`src/hw/mtimer_consts.svh`:
```
/* register map, widths and timebase constants for the machine timer,
   included by the package and by every RTL module */

`ifndef MTIMER_CONSTS_SVH
`define MTIMER_CONSTS_SVH

// ----------------------------------------------------------------------
// bus and hart sizing

`define MTIMER_ADDR_W 16
`define MTIMER_DATA_W 32
`define MTIMER_N_HARTS 2

// clocks per mtime tick, reference clock is 27 MHz so one tick per us
`define MTIMER_TICK_DIV 27

// ----------------------------------------------------------------------
// register offsets

// bit 0 enables counting
`define MTIMER_OFS_CTRL 16'h0000
// one bit per hart
`define MTIMER_OFS_MSIP 16'h0004
`define MTIMER_OFS_MTIME 16'h0008
`define MTIMER_OFS_MTIMEH 16'h000c
// hart h compare pair at base + 8*h, low word first
`define MTIMER_OFS_CMP_BASE 16'h0010

`endif

```
`src/hw/mtimer_pkg.sv`:
```
/* shared types for the timer: register offset views, op kind and
   AXI response codes */

`default_nettype none

`include "mtimer_consts.svh"

package mtimer_pkg;

	// hart index field width, at least one bit
	localparam int HART_IDX_W = (`MTIMER_N_HARTS > 1) ? $clog2(`MTIMER_N_HARTS) : 1;
	// whatever is left above hart index, hi/lo select and byte field
	localparam int OFS_UPPER_W = `MTIMER_ADDR_W - HART_IDX_W - 3;

	// ------------------------------------------------------------------
	// register offset, seen as raw word or as compare-register fields

	typedef union packed {
		// raw view for exact matches on the fixed registers
		logic [`MTIMER_ADDR_W-1:0] raw;
		// field view for the mtimecmp block
		struct packed {
			logic [OFS_UPPER_W-1:0] upper;
			logic [HART_IDX_W-1:0]  hart;
			logic                   hi;
			logic [1:0]             byte_sel;
		} f;
	} mtimer_ofs_u;

	// op slot contents, none means idle cycle
	typedef enum logic [1:0] {
		MTIMER_OP_NONE  = 2'd0,
		MTIMER_OP_WRITE = 2'd1,
		MTIMER_OP_READ  = 2'd2
	} mtimer_op_e;

	// AXI4-Lite bresp/rresp encodings
	typedef enum logic [1:0] {
		MTIMER_RESP_OKAY   = 2'b00,
		MTIMER_RESP_SLVERR = 2'b10
	} mtimer_resp_e;

endpackage

`default_nettype wire

```
`src/hw/mtimer_req_decode.sv`:
```
/* AXI4-Lite request side: arbitrates write over read and loads the
   accepted request into a single op slot for the execute stage */

`timescale 1ns/100ps
`default_nettype none

`include "mtimer_consts.svh"

module mtimer_req_decode import mtimer_pkg::*; (
	input  wire                            clk,
	input  wire                            rst_n,

	// AXI4-Lite request channels
	input  wire                            i_s_awvalid,
	input  wire  [`MTIMER_ADDR_W-1:0]      i_s_awaddr,
	input  wire                            i_s_wvalid,
	input  wire  [`MTIMER_DATA_W-1:0]      i_s_wdata,
	input  wire  [`MTIMER_DATA_W/8-1:0]    i_s_wstrb,
	input  wire                            i_s_arvalid,
	input  wire  [`MTIMER_ADDR_W-1:0]      i_s_araddr,

	// response still held by the result stage
	input  logic                           i_busy,

	output logic                           o_s_awready,
	output logic                           o_s_wready,
	output logic                           o_s_arready,

	// op slot, valid for one cycle
	output mtimer_op_e                     o_op,
	output mtimer_ofs_u                    o_ofs,
	output logic [`MTIMER_DATA_W-1:0]      o_wdata,
	output logic [`MTIMER_DATA_W/8-1:0]    o_wstrb
);

	// nothing in the op slot and no response waiting
	logic idle;
	// write takes aw and w in the same cycle
	logic w_take;
	// read only when no write can go
	logic r_take;

	// ------------------------------------------------------------------
	// arbitration

	assign idle   = !i_busy && (o_op == MTIMER_OP_NONE);
	assign w_take = idle && i_s_awvalid && i_s_wvalid;
	assign r_take = idle && i_s_arvalid && !w_take;

	// aw and w accepted together
	assign o_s_awready = w_take;
	assign o_s_wready  = w_take;
	assign o_s_arready = r_take;

	// ------------------------------------------------------------------
	// op slot

	// op kind is control state, one-cycle strobe
	always_ff @(posedge clk or negedge rst_n) begin
		if (!rst_n) begin
			o_op <= MTIMER_OP_NONE;
		end else if (w_take) begin
			o_op <= MTIMER_OP_WRITE;
		end else if (r_take) begin
			o_op <= MTIMER_OP_READ;
		end else begin
			o_op <= MTIMER_OP_NONE;
		end
	end

	// payload, only meaningful while o_op is not none
	always_ff @(posedge clk) begin
		if (w_take) begin
			o_ofs.raw <= i_s_awaddr;
			o_wdata   <= i_s_wdata;
			o_wstrb   <= i_s_wstrb;
		end else if (r_take) begin
			o_ofs.raw <= i_s_araddr;
			// read ignores write data, strobes cleared
			o_wstrb   <= '0;
		end
	end

	// ------------------------------------------------------------------
	// checks

	// accept only when result is free, then op next cycle and
	// the result stage holds a response the cycle after
	a_accept_flow: assert property (
		@(posedge clk) disable iff (!rst_n)
		((i_s_awvalid && o_s_awready) || (i_s_arvalid && o_s_arready))
		|-> !i_busy ##1 (o_op != MTIMER_OP_NONE) ##1 i_busy
	);

endmodule

`default_nettype wire

```
`src/hw/mtimer_exec.sv`:
```
/* timer state: microsecond prescaler, mtime, enable, msip and per-hart
   mtimecmp; performs the register access of each op in its cycle */

`timescale 1ns/100ps
`default_nettype none

`include "mtimer_consts.svh"

module mtimer_exec import mtimer_pkg::*; (
	input  wire                            clk,
	input  wire                            rst_n,

	// op slot from decode
	input  mtimer_op_e                     i_op,
	input  mtimer_ofs_u                    i_ofs,
	input  logic [`MTIMER_DATA_W-1:0]      i_wdata,
	input  logic [`MTIMER_DATA_W/8-1:0]    i_wstrb,

	// all bits high freezes mtime
	input  wire  [`MTIMER_N_HARTS-1:0]     i_hart_halted,

	output logic [`MTIMER_DATA_W-1:0]      o_rdata,
	output logic                           o_unmapped,
	output logic [`MTIMER_N_HARTS-1:0]     o_soft_irq,
	output logic [`MTIMER_N_HARTS-1:0]     o_timer_irq
);

	localparam int DW     = `MTIMER_DATA_W;
	localparam int NH     = `MTIMER_N_HARTS;
	localparam int TICK_W = $clog2(`MTIMER_TICK_DIV);
	// upper field value that marks the compare block
	localparam logic [OFS_UPPER_W-1:0] CMP_UPPER =
		OFS_UPPER_W'(`MTIMER_OFS_CMP_BASE >> (HART_IDX_W + 3));

	// per byte lane merge of write data over current contents
	function automatic logic [DW-1:0] merge_bytes(
		input logic [DW-1:0]   old_w,
		input logic [DW-1:0]   new_w,
		input logic [DW/8-1:0] strb
	);
		logic [DW-1:0] res;
		res = old_w;
		for (int b = 0; b < DW/8; b++) begin
			if (strb[b]) begin
				res[8*b +: 8] = new_w[8*b +: 8];
			end
		end
		return res;
	endfunction

	logic [TICK_W-1:0]     tick_ctr;
	logic                  tick;
	logic                  count_en;
	logic                  ctrl_en;
	logic [NH-1:0]         msip;
	logic [2*DW-1:0]       mtime;
	logic [2*DW-1:0]       mtimecmp [NH];

	// register selects
	logic                  sel_ctrl;
	logic                  sel_msip;
	logic                  sel_mtime_lo;
	logic                  sel_mtime_hi;
	logic                  sel_cmp;
	logic [HART_IDX_W-1:0] cmp_hart;
	logic                  do_write;
	logic [DW-1:0]         rd_word;
	logic [DW-1:0]         wr_word;

	// ------------------------------------------------------------------
	// timebase

	// down counter, tick when it hits zero
	assign tick     = (tick_ctr == '0);
	// frozen only while every hart sits in debug
	assign count_en = tick && ctrl_en && !(&i_hart_halted);

	always_ff @(posedge clk or negedge rst_n) begin
		if (!rst_n) begin
			tick_ctr <= TICK_W'(`MTIMER_TICK_DIV - 1);
		end else if (tick) begin
			tick_ctr <= TICK_W'(`MTIMER_TICK_DIV - 1);
		end else begin
			tick_ctr <= tick_ctr - 1'b1;
		end
	end

	// ------------------------------------------------------------------
	// offset decode

	// fixed registers by raw match
	assign sel_ctrl     = (i_ofs.raw == `MTIMER_OFS_CTRL);
	assign sel_msip     = (i_ofs.raw == `MTIMER_OFS_MSIP);
	assign sel_mtime_lo = (i_ofs.raw == `MTIMER_OFS_MTIME);
	assign sel_mtime_hi = (i_ofs.raw == `MTIMER_OFS_MTIMEH);
	// compare block by fields, word aligned, hart in range
	assign sel_cmp = (i_ofs.f.upper == CMP_UPPER) && (i_ofs.f.byte_sel == 2'b00) &&
		({1'b0, i_ofs.f.hart} < (HART_IDX_W + 1)'(NH));
	assign cmp_hart = i_ofs.f.hart;

	assign o_unmapped = !(sel_ctrl || sel_msip || sel_mtime_lo || sel_mtime_hi || sel_cmp);
	assign do_write   = (i_op == MTIMER_OP_WRITE) && !o_unmapped;

	// current contents at the offset, zero when unmapped
	always_comb begin
		rd_word = '0;
		if (sel_ctrl) begin
			rd_word[0] = ctrl_en;
		end else if (sel_msip) begin
			rd_word[NH-1:0] = msip;
		end else if (sel_mtime_lo) begin
			rd_word = mtime[DW-1:0];
		end else if (sel_mtime_hi) begin
			rd_word = mtime[2*DW-1:DW];
		end else if (sel_cmp) begin
			rd_word = i_ofs.f.hi ? mtimecmp[cmp_hart][2*DW-1:DW] : mtimecmp[cmp_hart][DW-1:0];
		end
	end

	assign wr_word = merge_bytes(rd_word, i_wdata, i_wstrb);
	assign o_rdata = rd_word;

	// ------------------------------------------------------------------
	// register state

	always_ff @(posedge clk or negedge rst_n) begin
		if (!rst_n) begin
			ctrl_en <= 1'b0;
			msip    <= '0;
			mtime   <= '0;
			// all ones keeps every timer irq low
			for (int h = 0; h < NH; h++) begin
				mtimecmp[h] <= '1;
			end
		end else begin
			if (do_write && sel_ctrl) begin
				ctrl_en <= wr_word[0];
			end
			if (do_write && sel_msip) begin
				msip <= wr_word[NH-1:0];
			end
			// bus write beats the tick in the same cycle
			if (do_write && sel_mtime_lo) begin
				mtime[DW-1:0] <= wr_word;
			end else if (do_write && sel_mtime_hi) begin
				mtime[2*DW-1:DW] <= wr_word;
			end else if (count_en) begin
				mtime <= mtime + 1'b1;
			end
			if (do_write && sel_cmp) begin
				if (i_ofs.f.hi) begin
					mtimecmp[cmp_hart][2*DW-1:DW] <= wr_word;
				end else begin
					mtimecmp[cmp_hart][DW-1:0] <= wr_word;
				end
			end
		end
	end

	// ------------------------------------------------------------------
	// interrupts

	assign o_soft_irq = msip;

	for (genvar h = 0; h < NH; h++) begin : g_timer_irq
		// unsigned 64 bit compare
		assign o_timer_irq[h] = (mtime >= mtimecmp[h]);

		// mtime only counts up, so without a bus write a raised irq stays
		a_irq_hold: assert property (
			@(posedge clk) disable iff (!rst_n)
			(o_timer_irq[h] && (i_op != MTIMER_OP_WRITE)) |=> o_timer_irq[h]
		);
	end

endmodule

`default_nettype wire

```
`src/hw/mtimer_resp.sv`:
```
/* AXI4-Lite response side: registers each op's result and holds B or R
   until the master takes it; busy stalls decode meanwhile */

`timescale 1ns/100ps
`default_nettype none

`include "mtimer_consts.svh"

module mtimer_resp import mtimer_pkg::*; (
	input  wire                            clk,
	input  wire                            rst_n,

	// op strobe and access result
	input  mtimer_op_e                     i_op,
	input  logic [`MTIMER_DATA_W-1:0]      i_rdata,
	input  logic                           i_unmapped,

	input  wire                            i_s_bready,
	input  wire                            i_s_rready,

	output logic                           o_s_bvalid,
	output logic [1:0]                     o_s_bresp,
	output logic                           o_s_rvalid,
	output logic [`MTIMER_DATA_W-1:0]      o_s_rdata,
	output logic [1:0]                     o_s_rresp,

	// response pending
	output logic                           o_busy
);

	mtimer_resp_e bresp_q;
	mtimer_resp_e rresp_q;

	// ------------------------------------------------------------------
	// valid flags

	// decode never issues while busy, so set and clear cannot collide
	always_ff @(posedge clk or negedge rst_n) begin
		if (!rst_n) begin
			o_s_bvalid <= 1'b0;
			o_s_rvalid <= 1'b0;
		end else begin
			if (i_op == MTIMER_OP_WRITE) begin
				o_s_bvalid <= 1'b1;
			end else if (i_s_bready) begin
				o_s_bvalid <= 1'b0;
			end
			if (i_op == MTIMER_OP_READ) begin
				o_s_rvalid <= 1'b1;
			end else if (i_s_rready) begin
				o_s_rvalid <= 1'b0;
			end
		end
	end

	// ------------------------------------------------------------------
	// payload

	always_ff @(posedge clk) begin
		if (i_op == MTIMER_OP_WRITE) begin
			bresp_q <= i_unmapped ? MTIMER_RESP_SLVERR : MTIMER_RESP_OKAY;
		end
		if (i_op == MTIMER_OP_READ) begin
			// exec already zeroes unmapped reads
			o_s_rdata <= i_rdata;
			rresp_q   <= i_unmapped ? MTIMER_RESP_SLVERR : MTIMER_RESP_OKAY;
		end
	end

	assign o_s_bresp = bresp_q;
	assign o_s_rresp = rresp_q;
	assign o_busy    = o_s_bvalid || o_s_rvalid;

	// ------------------------------------------------------------------
	// checks

	// held B stays up and unchanged until bready
	a_b_hold: assert property (
		@(posedge clk) disable iff (!rst_n)
		(o_s_bvalid && !i_s_bready) |=> (o_s_bvalid && $stable(o_s_bresp))
	);

	// held R stays up and unchanged until rready
	a_r_hold: assert property (
		@(posedge clk) disable iff (!rst_n)
		(o_s_rvalid && !i_s_rready) |=>
			(o_s_rvalid && $stable(o_s_rdata) && $stable(o_s_rresp))
	);

endmodule

`default_nettype wire

```
`src/hw/mtimer_top.sv`:
```
/* machine timer behind an AXI4-Lite slave port; decode, execute and
   response stages, one transaction in flight */

`timescale 1ns/100ps
`default_nettype none

`include "mtimer_consts.svh"

module mtimer_top import mtimer_pkg::*; (
	input  wire                            clk,
	input  wire                            rst_n,

	// write address / data / response
	input  wire                            i_s_awvalid,
	output logic                           o_s_awready,
	input  wire  [`MTIMER_ADDR_W-1:0]      i_s_awaddr,
	input  wire                            i_s_wvalid,
	output logic                           o_s_wready,
	input  wire  [`MTIMER_DATA_W-1:0]      i_s_wdata,
	input  wire  [`MTIMER_DATA_W/8-1:0]    i_s_wstrb,
	output logic                           o_s_bvalid,
	input  wire                            i_s_bready,
	output logic [1:0]                     o_s_bresp,

	// read address / data
	input  wire                            i_s_arvalid,
	output logic                           o_s_arready,
	input  wire  [`MTIMER_ADDR_W-1:0]      i_s_araddr,
	output logic                           o_s_rvalid,
	input  wire                            i_s_rready,
	output logic [`MTIMER_DATA_W-1:0]      o_s_rdata,
	output logic [1:0]                     o_s_rresp,

	// per-hart sideband
	input  wire  [`MTIMER_N_HARTS-1:0]     i_hart_halted,
	output logic [`MTIMER_N_HARTS-1:0]     o_soft_irq,
	output logic [`MTIMER_N_HARTS-1:0]     o_timer_irq
);

	// op slot, decode to execute and response
	mtimer_op_e                    op;
	mtimer_ofs_u                   ofs;
	logic [`MTIMER_DATA_W-1:0]     wdata;
	logic [`MTIMER_DATA_W/8-1:0]   wstrb;
	// execute to response
	logic [`MTIMER_DATA_W-1:0]     rdata;
	logic                          unmapped;
	// response pending, stalls decode
	logic                          busy;

	mtimer_req_decode u_req_decode (
		.clk         (clk),
		.rst_n       (rst_n),
		.i_s_awvalid (i_s_awvalid),
		.i_s_awaddr  (i_s_awaddr),
		.i_s_wvalid  (i_s_wvalid),
		.i_s_wdata   (i_s_wdata),
		.i_s_wstrb   (i_s_wstrb),
		.i_s_arvalid (i_s_arvalid),
		.i_s_araddr  (i_s_araddr),
		.i_busy      (busy),
		.o_s_awready (o_s_awready),
		.o_s_wready  (o_s_wready),
		.o_s_arready (o_s_arready),
		.o_op        (op),
		.o_ofs       (ofs),
		.o_wdata     (wdata),
		.o_wstrb     (wstrb)
	);

	mtimer_exec u_exec (
		.clk           (clk),
		.rst_n         (rst_n),
		.i_op          (op),
		.i_ofs         (ofs),
		.i_wdata       (wdata),
		.i_wstrb       (wstrb),
		.i_hart_halted (i_hart_halted),
		.o_rdata       (rdata),
		.o_unmapped    (unmapped),
		.o_soft_irq    (o_soft_irq),
		.o_timer_irq   (o_timer_irq)
	);

	mtimer_resp u_resp (
		.clk        (clk),
		.rst_n      (rst_n),
		.i_op       (op),
		.i_rdata    (rdata),
		.i_unmapped (unmapped),
		.i_s_bready (i_s_bready),
		.i_s_rready (i_s_rready),
		.o_s_bvalid (o_s_bvalid),
		.o_s_bresp  (o_s_bresp),
		.o_s_rvalid (o_s_rvalid),
		.o_s_rdata  (o_s_rdata),
		.o_s_rresp  (o_s_rresp),
		.o_busy     (busy)
	);

endmodule

`default_nettype wire

```
`config.mk`:
```
export PLATFORM = sky130hd
export DESIGN_NAME = mtimer_top
export DESIGN_NICKNAME = d
export VERILOG_FILES = /design/src/hw/mtimer_pkg.sv /design/src/hw/mtimer_req_decode.sv /design/src/hw/mtimer_exec.sv /design/src/hw/mtimer_resp.sv /design/src/hw/mtimer_top.sv
export VERILOG_INCLUDE_DIRS = /design/src /design/src/hw
export SDC_FILE = /design/constraint.sdc
export NUM_CORES = 1
export LEC_CHECK = 0
export BUFFER_PORTS_ARGS = -buffer_cell sky130_fd_sc_hd__buf_2
export CAP_MARGIN = 20
export CORE_MARGIN = 3
export CORE_UTILIZATION = 49
export DETAILED_ROUTE_END_ITERATION = 6
export HOLD_SLACK_MARGIN = 0.1
export PLACE_DENSITY = 0.67
export SYNTH_ARGS = -nofsm -noshare
export SYNTH_HDL_FRONTEND = slang
export SYNTH_SLANG_ARGS = --single-unit
```
`constraint.sdc`:
```
create_clock -name clk -period 4.6 [get_ports clk]
set_input_delay 1.15 -clock clk [delete_from_list [all_inputs] [get_ports clk]]
set_output_delay 1.15 -clock clk [all_outputs]
set_load 0.01 [all_outputs]
```
==> run metrics, run 1 <==
fmax=0.229 GHz; largest net degree at the start of global routing=91; post-synthesis sequential area ratio=45.0%; Period minus WS final=4370 ps; HPWL after detailed placement=roughly 37,000 um; commonest non-fill, non-tap cell in the layout=nand2_1; Final setup viols=0; synthesized flop and latch total=290; Critical Path Sink Type=output pin; Hold Vio Cnt, Final=0; commonest cells after routing, fill and taps aside=206 x nand2_1, 178 x o21ai_0, 151 x inv_1, 131 x dfstp_2, 130 x ha_1; Crit Reg-Reg Endpoint=u_exec.mtime[28]$_DFFE_PN0P_; Overflow after GRT=0; Slew Viols, Final=0; Crit-path slowest cell=dfrtp_1; placed insts=around 2,200; first-pass GRT wire length=82,700 um; CTS tree=done; Buf/Inv on CP=3; Levels on crit path=10; predominant post-synthesis flop cell=dfstp_2; Initial Utilization=approximately half; via count=14,400; CTS Buf Count=35; Worst VDD drop=between 300 and 400 uV; status=finished, final reports clean; Arr. time, crit path=3220 ps; P per Cell Area=344 mW/mm^2; critical setup path kind=reg -> out; r2r worst-path depth=6; leakage power=0.00737 uW; synthesized area per cell=10.2 um^2; clock buffer depth=3; first-pass iteration count of the detailed router=6; Req. time, crit path=3450 ps; cell family with most CP delay=compound AO/OA/AOI/OAI gates; FF-to-FF setup slack=1080 ps; ant diodes=0; fraction of registers with async set/reset=70.3%; setup bufs post-CTS=0; Yosys warning count=0; Routed WL=52,400 um; RSZ-0062 raised after global routing=false; Die Y=between 150 and 200 um; crit path max fanout=7; initial detailed-routing violation count=approximately 1,300; fill count=3,047; initial antenna violation count=0; max-cap violation count=0; Root Buffer Master=clkbuf_16; die area=0.0379 mm^2; worst skew pair latency=530 ps; per-cell routed wire length=22.8 um; Port Buffer Count=119; Placer Congestion=0.960; FF-to-FF Start=u_req_decode.o_ofs[2]$_DFFE_PP_; fin util=roughly 57%; clock net sink count=290; H-tree depth=2; vias in the first global route=14,500; Layout Nets=~2,000; number of synthesized flops with an enable pin=86; Reg clk slew, reported paths=60 ps; post-route ant nets=0; library cells used by synthesis=83; total negative setup slack=0 ps; crit-path cells=inv_1, ha_1, nand2b_1, a2111oi_0, buf_4, or4_1, a31oi_1, o311ai_0, nand4_1, buf_2; Site Rows=68; Hold/Removal Path Class=reg -> reg; share of layout cells above drive strength 1=around a quarter; DRC Markers=0; Syn Std Cell Area=0.0174 mm^2; Max transition margin=26.6%; Tcrit/Tclk final=94.9%; final cell count without fillers=2,304; GRT Overall Usage=27.5%; clock skew=17.5 ps; Post-Synthesis Cells=1,709; total I/O pin count=~120; critical path launch point type=flip-flop; Core ar.=0.0348 mm^2; Worst Tran Pin Value=1080 ps; Worst Setup SP=u_exec.mtime[0]$_DFFE_PN0P_; slowest stage delay, CP=between 400 and 500 ps; crit path to=o_timer_irq[0]; die width=195 um; Power Total=around 7000 uW; vias per std cell=6.25; Area Growth Syn to Fin=13.6%
[area by class of cell]
class	instances	area (um^2)	area share, %
multi-input cells	1183	8720	44.1
flip-flops and latches	290	7850	39.7
clock buffers	51	1030	5.20
repair buffers	159	917	4.63
inverters	154	578	2.92
well taps	455	569	2.88
clock inverters	12	125	0.632
[cell usage after synthesis, types with 40 or more instances]
cell / number / area share [%]
nand2_1: 206 / 4.4
mux2_2: 40 / 2.6
nand4_1: 49 / 1.8
o21ai_0: 179 / 5.1
inv_1: 151 / 3.3
edfxtp_1: 86 / 15
dfstp_2: 131 / 20
nor2_1: 66 / 1.4
dfrtp_1: 73 / 10
a21oi_1: 46 / 1.3
clkbuf_1: 63 / 1.4
ha_1: 130 / 9.3
mux2i_1: 65 / 3.7
[how the worst min path moves through the flow]
stage                                       startpoint                            to  depth (start not counted)  slack, ps
after floorplan           u_exec.tick_ctr[0]$_DFF_PN0_  u_exec.tick_ctr[0]$_DFF_PN0_                          1        430
after global placement    u_exec.tick_ctr[0]$_DFF_PN0_  u_exec.tick_ctr[0]$_DFF_PN0_                          1        440
after detailed placement  u_exec.tick_ctr[0]$_DFF_PN0_  u_exec.tick_ctr[0]$_DFF_PN0_                          1        460
after CTS                 u_exec.tick_ctr[0]$_DFF_PN0_  u_exec.tick_ctr[0]$_DFF_PN0_                          1        460
after global routing      u_exec.tick_ctr[0]$_DFF_PN0_  u_exec.tick_ctr[0]$_DFF_PN0_                          1        480
final                     u_exec.tick_ctr[0]$_DFF_PN0_  u_exec.tick_ctr[0]$_DFF_PN0_                          1        460
[metal layers]
metal,vias up,share of wire (%),track usage [%]
met2,547,45,43.1
met5,-,0,0
met4,0,3.9,10.2
met3,127,7.4,5.13
li1,6578,-,-
met1,7141,43,38.3
[cell families after synthesis]
group           Yosys count  synth area share (%)
simple gates            499                  14.4
compound gates          398                  14.7
flops                   290                  45.0
buf+inv                 237                  5.23
mux                     137                  10.5
fa+ha+maj               130                  9.33
xor+xnor                 17                 0.854
other cells               1                0.0215
[where the power goes]
| group | switching (uW) | leakage [uW] | internal (uW) | total, uW |
|---|---|---|---|---|
| Sequential | 160 | 0.00292 | 2890 | 3050 |
| Combinational | 644 | 0.00390 | 336 | 980 |
| Clock | 1110 | 0.000554 | 1670 | 2780 |
[sequential cells by signal (all words and copies together), names as in the netlist]
| signal | flops |
|---|---|
| u_exec.mtimecmp | 128 |
| u_resp.o_s_rdata | 32 |
| u_resp.o_s_rresp | 1 |
| u_req_decode.o_wstrb | 4 |
| u_exec.mtime | 64 |
| u_req_decode.o_ofs | 16 |
| u_exec.tick_ctr | 5 |
| u_resp.o_s_bresp | 1 |
| u_req_decode.o_op | 2 |
| u_resp.o_s_bvalid | 1 |
| u_resp.o_s_rvalid | 1 |
| u_exec.o_soft_irq | 2 |
| u_exec.ctrl_en | 1 |
| u_req_decode.o_wdata | 32 |
[metrics by stage]
step / hold slack, ps / instance area [um^2] / setup WS (ps)
2_1_floorplan: 427 / 17400 / 512
3_3_place_gp: 439 / 18600 / 689
3_5_place_dp: 456 / 18600 / 637
4_1_cts: 463 / 19800 / 87.3
5_1_grt: 482 / 19800 / 44.3
6_report: 461 / 19800 / 234
[what timing repair did]
item	in CTS	in global routing
endpoints found under the setup margin	0	2
hold endpoints to repair	0	0
gates resized for setup	0	3
hold buffers	0	0
[worst reg2reg max path, cell delays in order, from the launching register on]
cell	delay [ps]
edfxtp_1	900
inv_1	320
nor2_1	410
nand4_1	820
nand3_1	690
a22o_1	220
nor2_1	50
Power figures use the tool's default switching activity.
==> run 2, diff against run 1 <==
--- a/config.mk
+++ b/config.mk
@@ -10,6 +10,7 @@
 export CAP_MARGIN = 20
 export CORE_MARGIN = 3
 export CORE_UTILIZATION = 49
+export CTS_BUF_LIST = sky130_fd_sc_hd__clkbuf_4 sky130_fd_sc_hd__clkbuf_8
 export DETAILED_ROUTE_END_ITERATION = 6
 export HOLD_SLACK_MARGIN = 0.1
 export PLACE_DENSITY = 0.67
==> run 2 against run 1 <==
Non-clock buffer count did not move. Critical path depth fell by 1. First-iteration DRC count fell by 6.0%. Combinational power fell by 0.4%.
==> run metrics, run 2 (synthesis results as in run 1) <==
HPWL after detailed placement=37,400 um (unchanged); crit path max fanout=3 (-4); critical path launch point type=flip-flop; CTS tree=done; share of layout cells above drive strength 1=25.5% (+1.5 points); Tcrit/Tclk final=96.6% (+1.7 points); worst slack, placed=637 ps (unchanged); Switch Pwr=1920 uW (+0.49%); total negative setup slack=0 ps (unchanged); initial detailed-routing violation count=1,215 (-6.0%); Worst Tran Pin Value=1120 ps (+39.7 ps); die area=0.0379 mm^2 (unchanged); vias in the first global route=14,500 (+0.26%); met2 usage=43.1% (+0.078 points); CTS Buf Count=49 (+40%); commonest non-fill, non-tap cell in the layout=nand2_1; crit-path cells=inv_1, ha_1, and3_1, nand3_1, or4_1, a31oi_1, o311ai_0, nand4_1, buf_2; GR Layer Usage met1=38.1% (-0.21 points); die width=195 um (unchanged); vias per std cell=6.18 (-1.1%); via count=14,400 (+0.17%); FF-to-FF setup slack=1100 ps (+20 ps); slowest stage delay, CP=560 ps (+90 ps); clock net sink count=290 (unchanged); largest registers=u_exec.mtimecmp: 128 flops, u_exec.mtime: 64 flops; Final setup viols=0 (unchanged); Pint=4480 uW (-8.6%); Max transition margin=23.9% (-2.7 points); ant diodes=0 (unchanged); Routed WL=52,600 um (+0.36%); max-cap violation count=0 (unchanged); per-cell routed wire length=22.5 um (-0.89%); DRC Markers=0 (unchanged); cts hold-fix bufs=0 (unchanged); Crit Reg-Reg Endpoint=u_exec.mtime[28]$_DFFE_PN0P_; Logic pwr share=15.3% (+0.9 points); global route hottest layer=met2; post-route ant nets=0 (unchanged); clock skew=32.3 ps (+14.8 ps); GRT Overall Usage=27.7% (+0.24 points); P per Cell Area=326 mW/mm^2 (-5.3%); Placer Congestion=0.960 (unchanged); FF-to-FF Start=u_req_decode.o_ofs[2]$_DFFE_PP_; Site Rows=68 (unchanged); Reg clk slew, reported paths=60 ps (about the same); M3 GR Usage=5.84% (+0.71 points); leakage power=0.00735 uW (-0.26%); Worst VDD drop=307 uV (-6.7%); Overflow after GRT=0 (unchanged); Buf/Inv on CP=2 (-1); min-delay src=u_exec.tick_ctr[0]$_DFF_PN0_; Slew Viols, Final=0 (unchanged); Levels on crit path=9 (-1); Layout Nets=2,044 (+0.69%); Req. time, crit path=3450 ps (about the same); Arr. time, crit path=3290 ps (+70 ps); Critical Path Sink Type=output pin; RSZ-0062 raised after global routing=false; Initial Utilization=50.1% (unchanged); Crit-path slowest cell=or4_1; clock buffer depth=3 (unchanged); Core ar.=0.0348 mm^2 (unchanged); cell family with most CP delay=simple AND/OR/NAND/NOR gates; Hold/Removal Path Class=reg -> reg; initial antenna violation count=0 (unchanged); Area Growth Syn to Fin=12.7%; Min-Delay Endpoint=u_exec.tick_ctr[0]$_DFF_PN0_; total I/O pin count=122 (unchanged); first-pass GRT wire length=82,900 um (+0.33%); critical setup path kind=reg -> out; Sw Ratio=30.0% (+2.0 points); setup slack after layout=156 ps (-77.2 ps); Post-DP Area=0.0186 mm^2 (unchanged); Biggest register=u_exec.mtimecmp; H-tree depth=2 (unchanged); Seq pwr share=47.7% (+2.9 points); Hold Vio Cnt, Final=0 (unchanged); largest net degree at the start of global routing=91 (unchanged); fmax=0.225 GHz (-1.7%); Period minus WS final=4440 ps (+77.2 ps); worst hold stages=1 (unchanged); clock group share of total power=37.0% (-3.8 points); status=finished, final reports clean; fill count=3,094 (+1.5%); max reg flops=128 (unchanged); worst skew pair latency=650 ps (+120 ps); Die Y=195 um (unchanged); Port Buffer Count=119 (unchanged); Root Buffer Master=clkbuf_8; first-pass iteration count of the detailed router=6 (unchanged); fin area=0.0196 mm^2 (-0.79%); r2r worst-path depth=6 (unchanged); commonest cells after routing, fill and taps aside=206 x nand2_1, 177 x o21ai_0, 151 x inv_1, 131 x dfstp_2, 130 x ha_1
run 2: changes by cell type in the layout (fill, tap and decap cells not counted), sizes merged:
cell      change
clkinv       +11
clkinvlp      -1
inv           +1
clkbuf       +20
bufinv        -2
run 2: power by group through the flow:
stage                     Sequential [uW]  Combinational, uW  Clock (uW)
final                                3050                976        2370
after global routing                 3080               1060        2540
after CTS                            3050                990        2430
after detailed placement             3090                987           0
after global placement               3090                981           0
after floorplan                      3020                619           0
run 2: worst max-delay path by stage:
| stage | startpoint | endpoint | slack (ps) |
|---|---|---|---|
| after floorplan | i_s_wvalid | o_s_wready | 510 |
| after global placement | u_exec.mtimecmp[9]$_DFFE_PN1P_ | o_timer_irq[1] | 690 |
| after detailed placement | u_exec.mtimecmp[75]$_DFFE_PN1P_ | o_timer_irq[0] | 640 |
| after CTS | u_exec.mtimecmp[75]$_DFFE_PN1P_ | o_timer_irq[0] | 50 |
| after global routing | u_exec.mtimecmp[75]$_DFFE_PN1P_ | o_timer_irq[0] | 20 |
| final | u_exec.mtimecmp[75]$_DFFE_PN1P_ | o_timer_irq[0] | 160 |
run 2: worst register-to-register path, stage by stage (launching register included):
cell      delay, ps
edfxtp_1        910
inv_1           310
nor2_1          410
nand4_1         810
nand3_1         680
a22o_1          210
nor2_1           50
run 2: routing by layer:
layer / share of wire (%) / vias to the layer above
li1: - / 6608
met1: 43 / 7092
met2: 45 / 578
met3: 7.9 / 140
met4: 3.9 / 0
met5: 0 / -
run 2: cell type report:
| type | count | area, um^2 | area share [%] |
|---|---|---|---|
| Clock buffer | 71 | 890 | 4.53 |
| Clock inverter | 21 | 108 | 0.548 |
| Inverter | 154 | 578 | 2.94 |
| Multi-Input combinational cell | 1183 | 8720 | 44.4 |
| Sequential cell | 290 | 7850 | 40.0 |
| Tap cell | 455 | 569 | 2.90 |
| Timing Repair Buffer | 159 | 917 | 4.67 |
run 2: what timing repair did:
action	CTS	global route
pin swaps	0	1
resized for setup	2	3
setup buffers	0	0
setup endpoints to repair	2	2
hold endpoints to repair	0	0
run 2: metrics by stage:
step | hold WS (ps) | util [%] | total power, uW | instances
2_1_floorplan | 427 | - | 3640 | 1710
3_3_place_gp | 439 | 53.5 | 4070 | 2241
3_5_place_dp | 456 | 53.5 | 4080 | 2241
4_1_cts | 464 | 56.4 | 6470 | 2333
5_1_grt | 483 | 56.4 | 6670 | 2333
6_report | 461 | 56.4 | 6400 | 2333
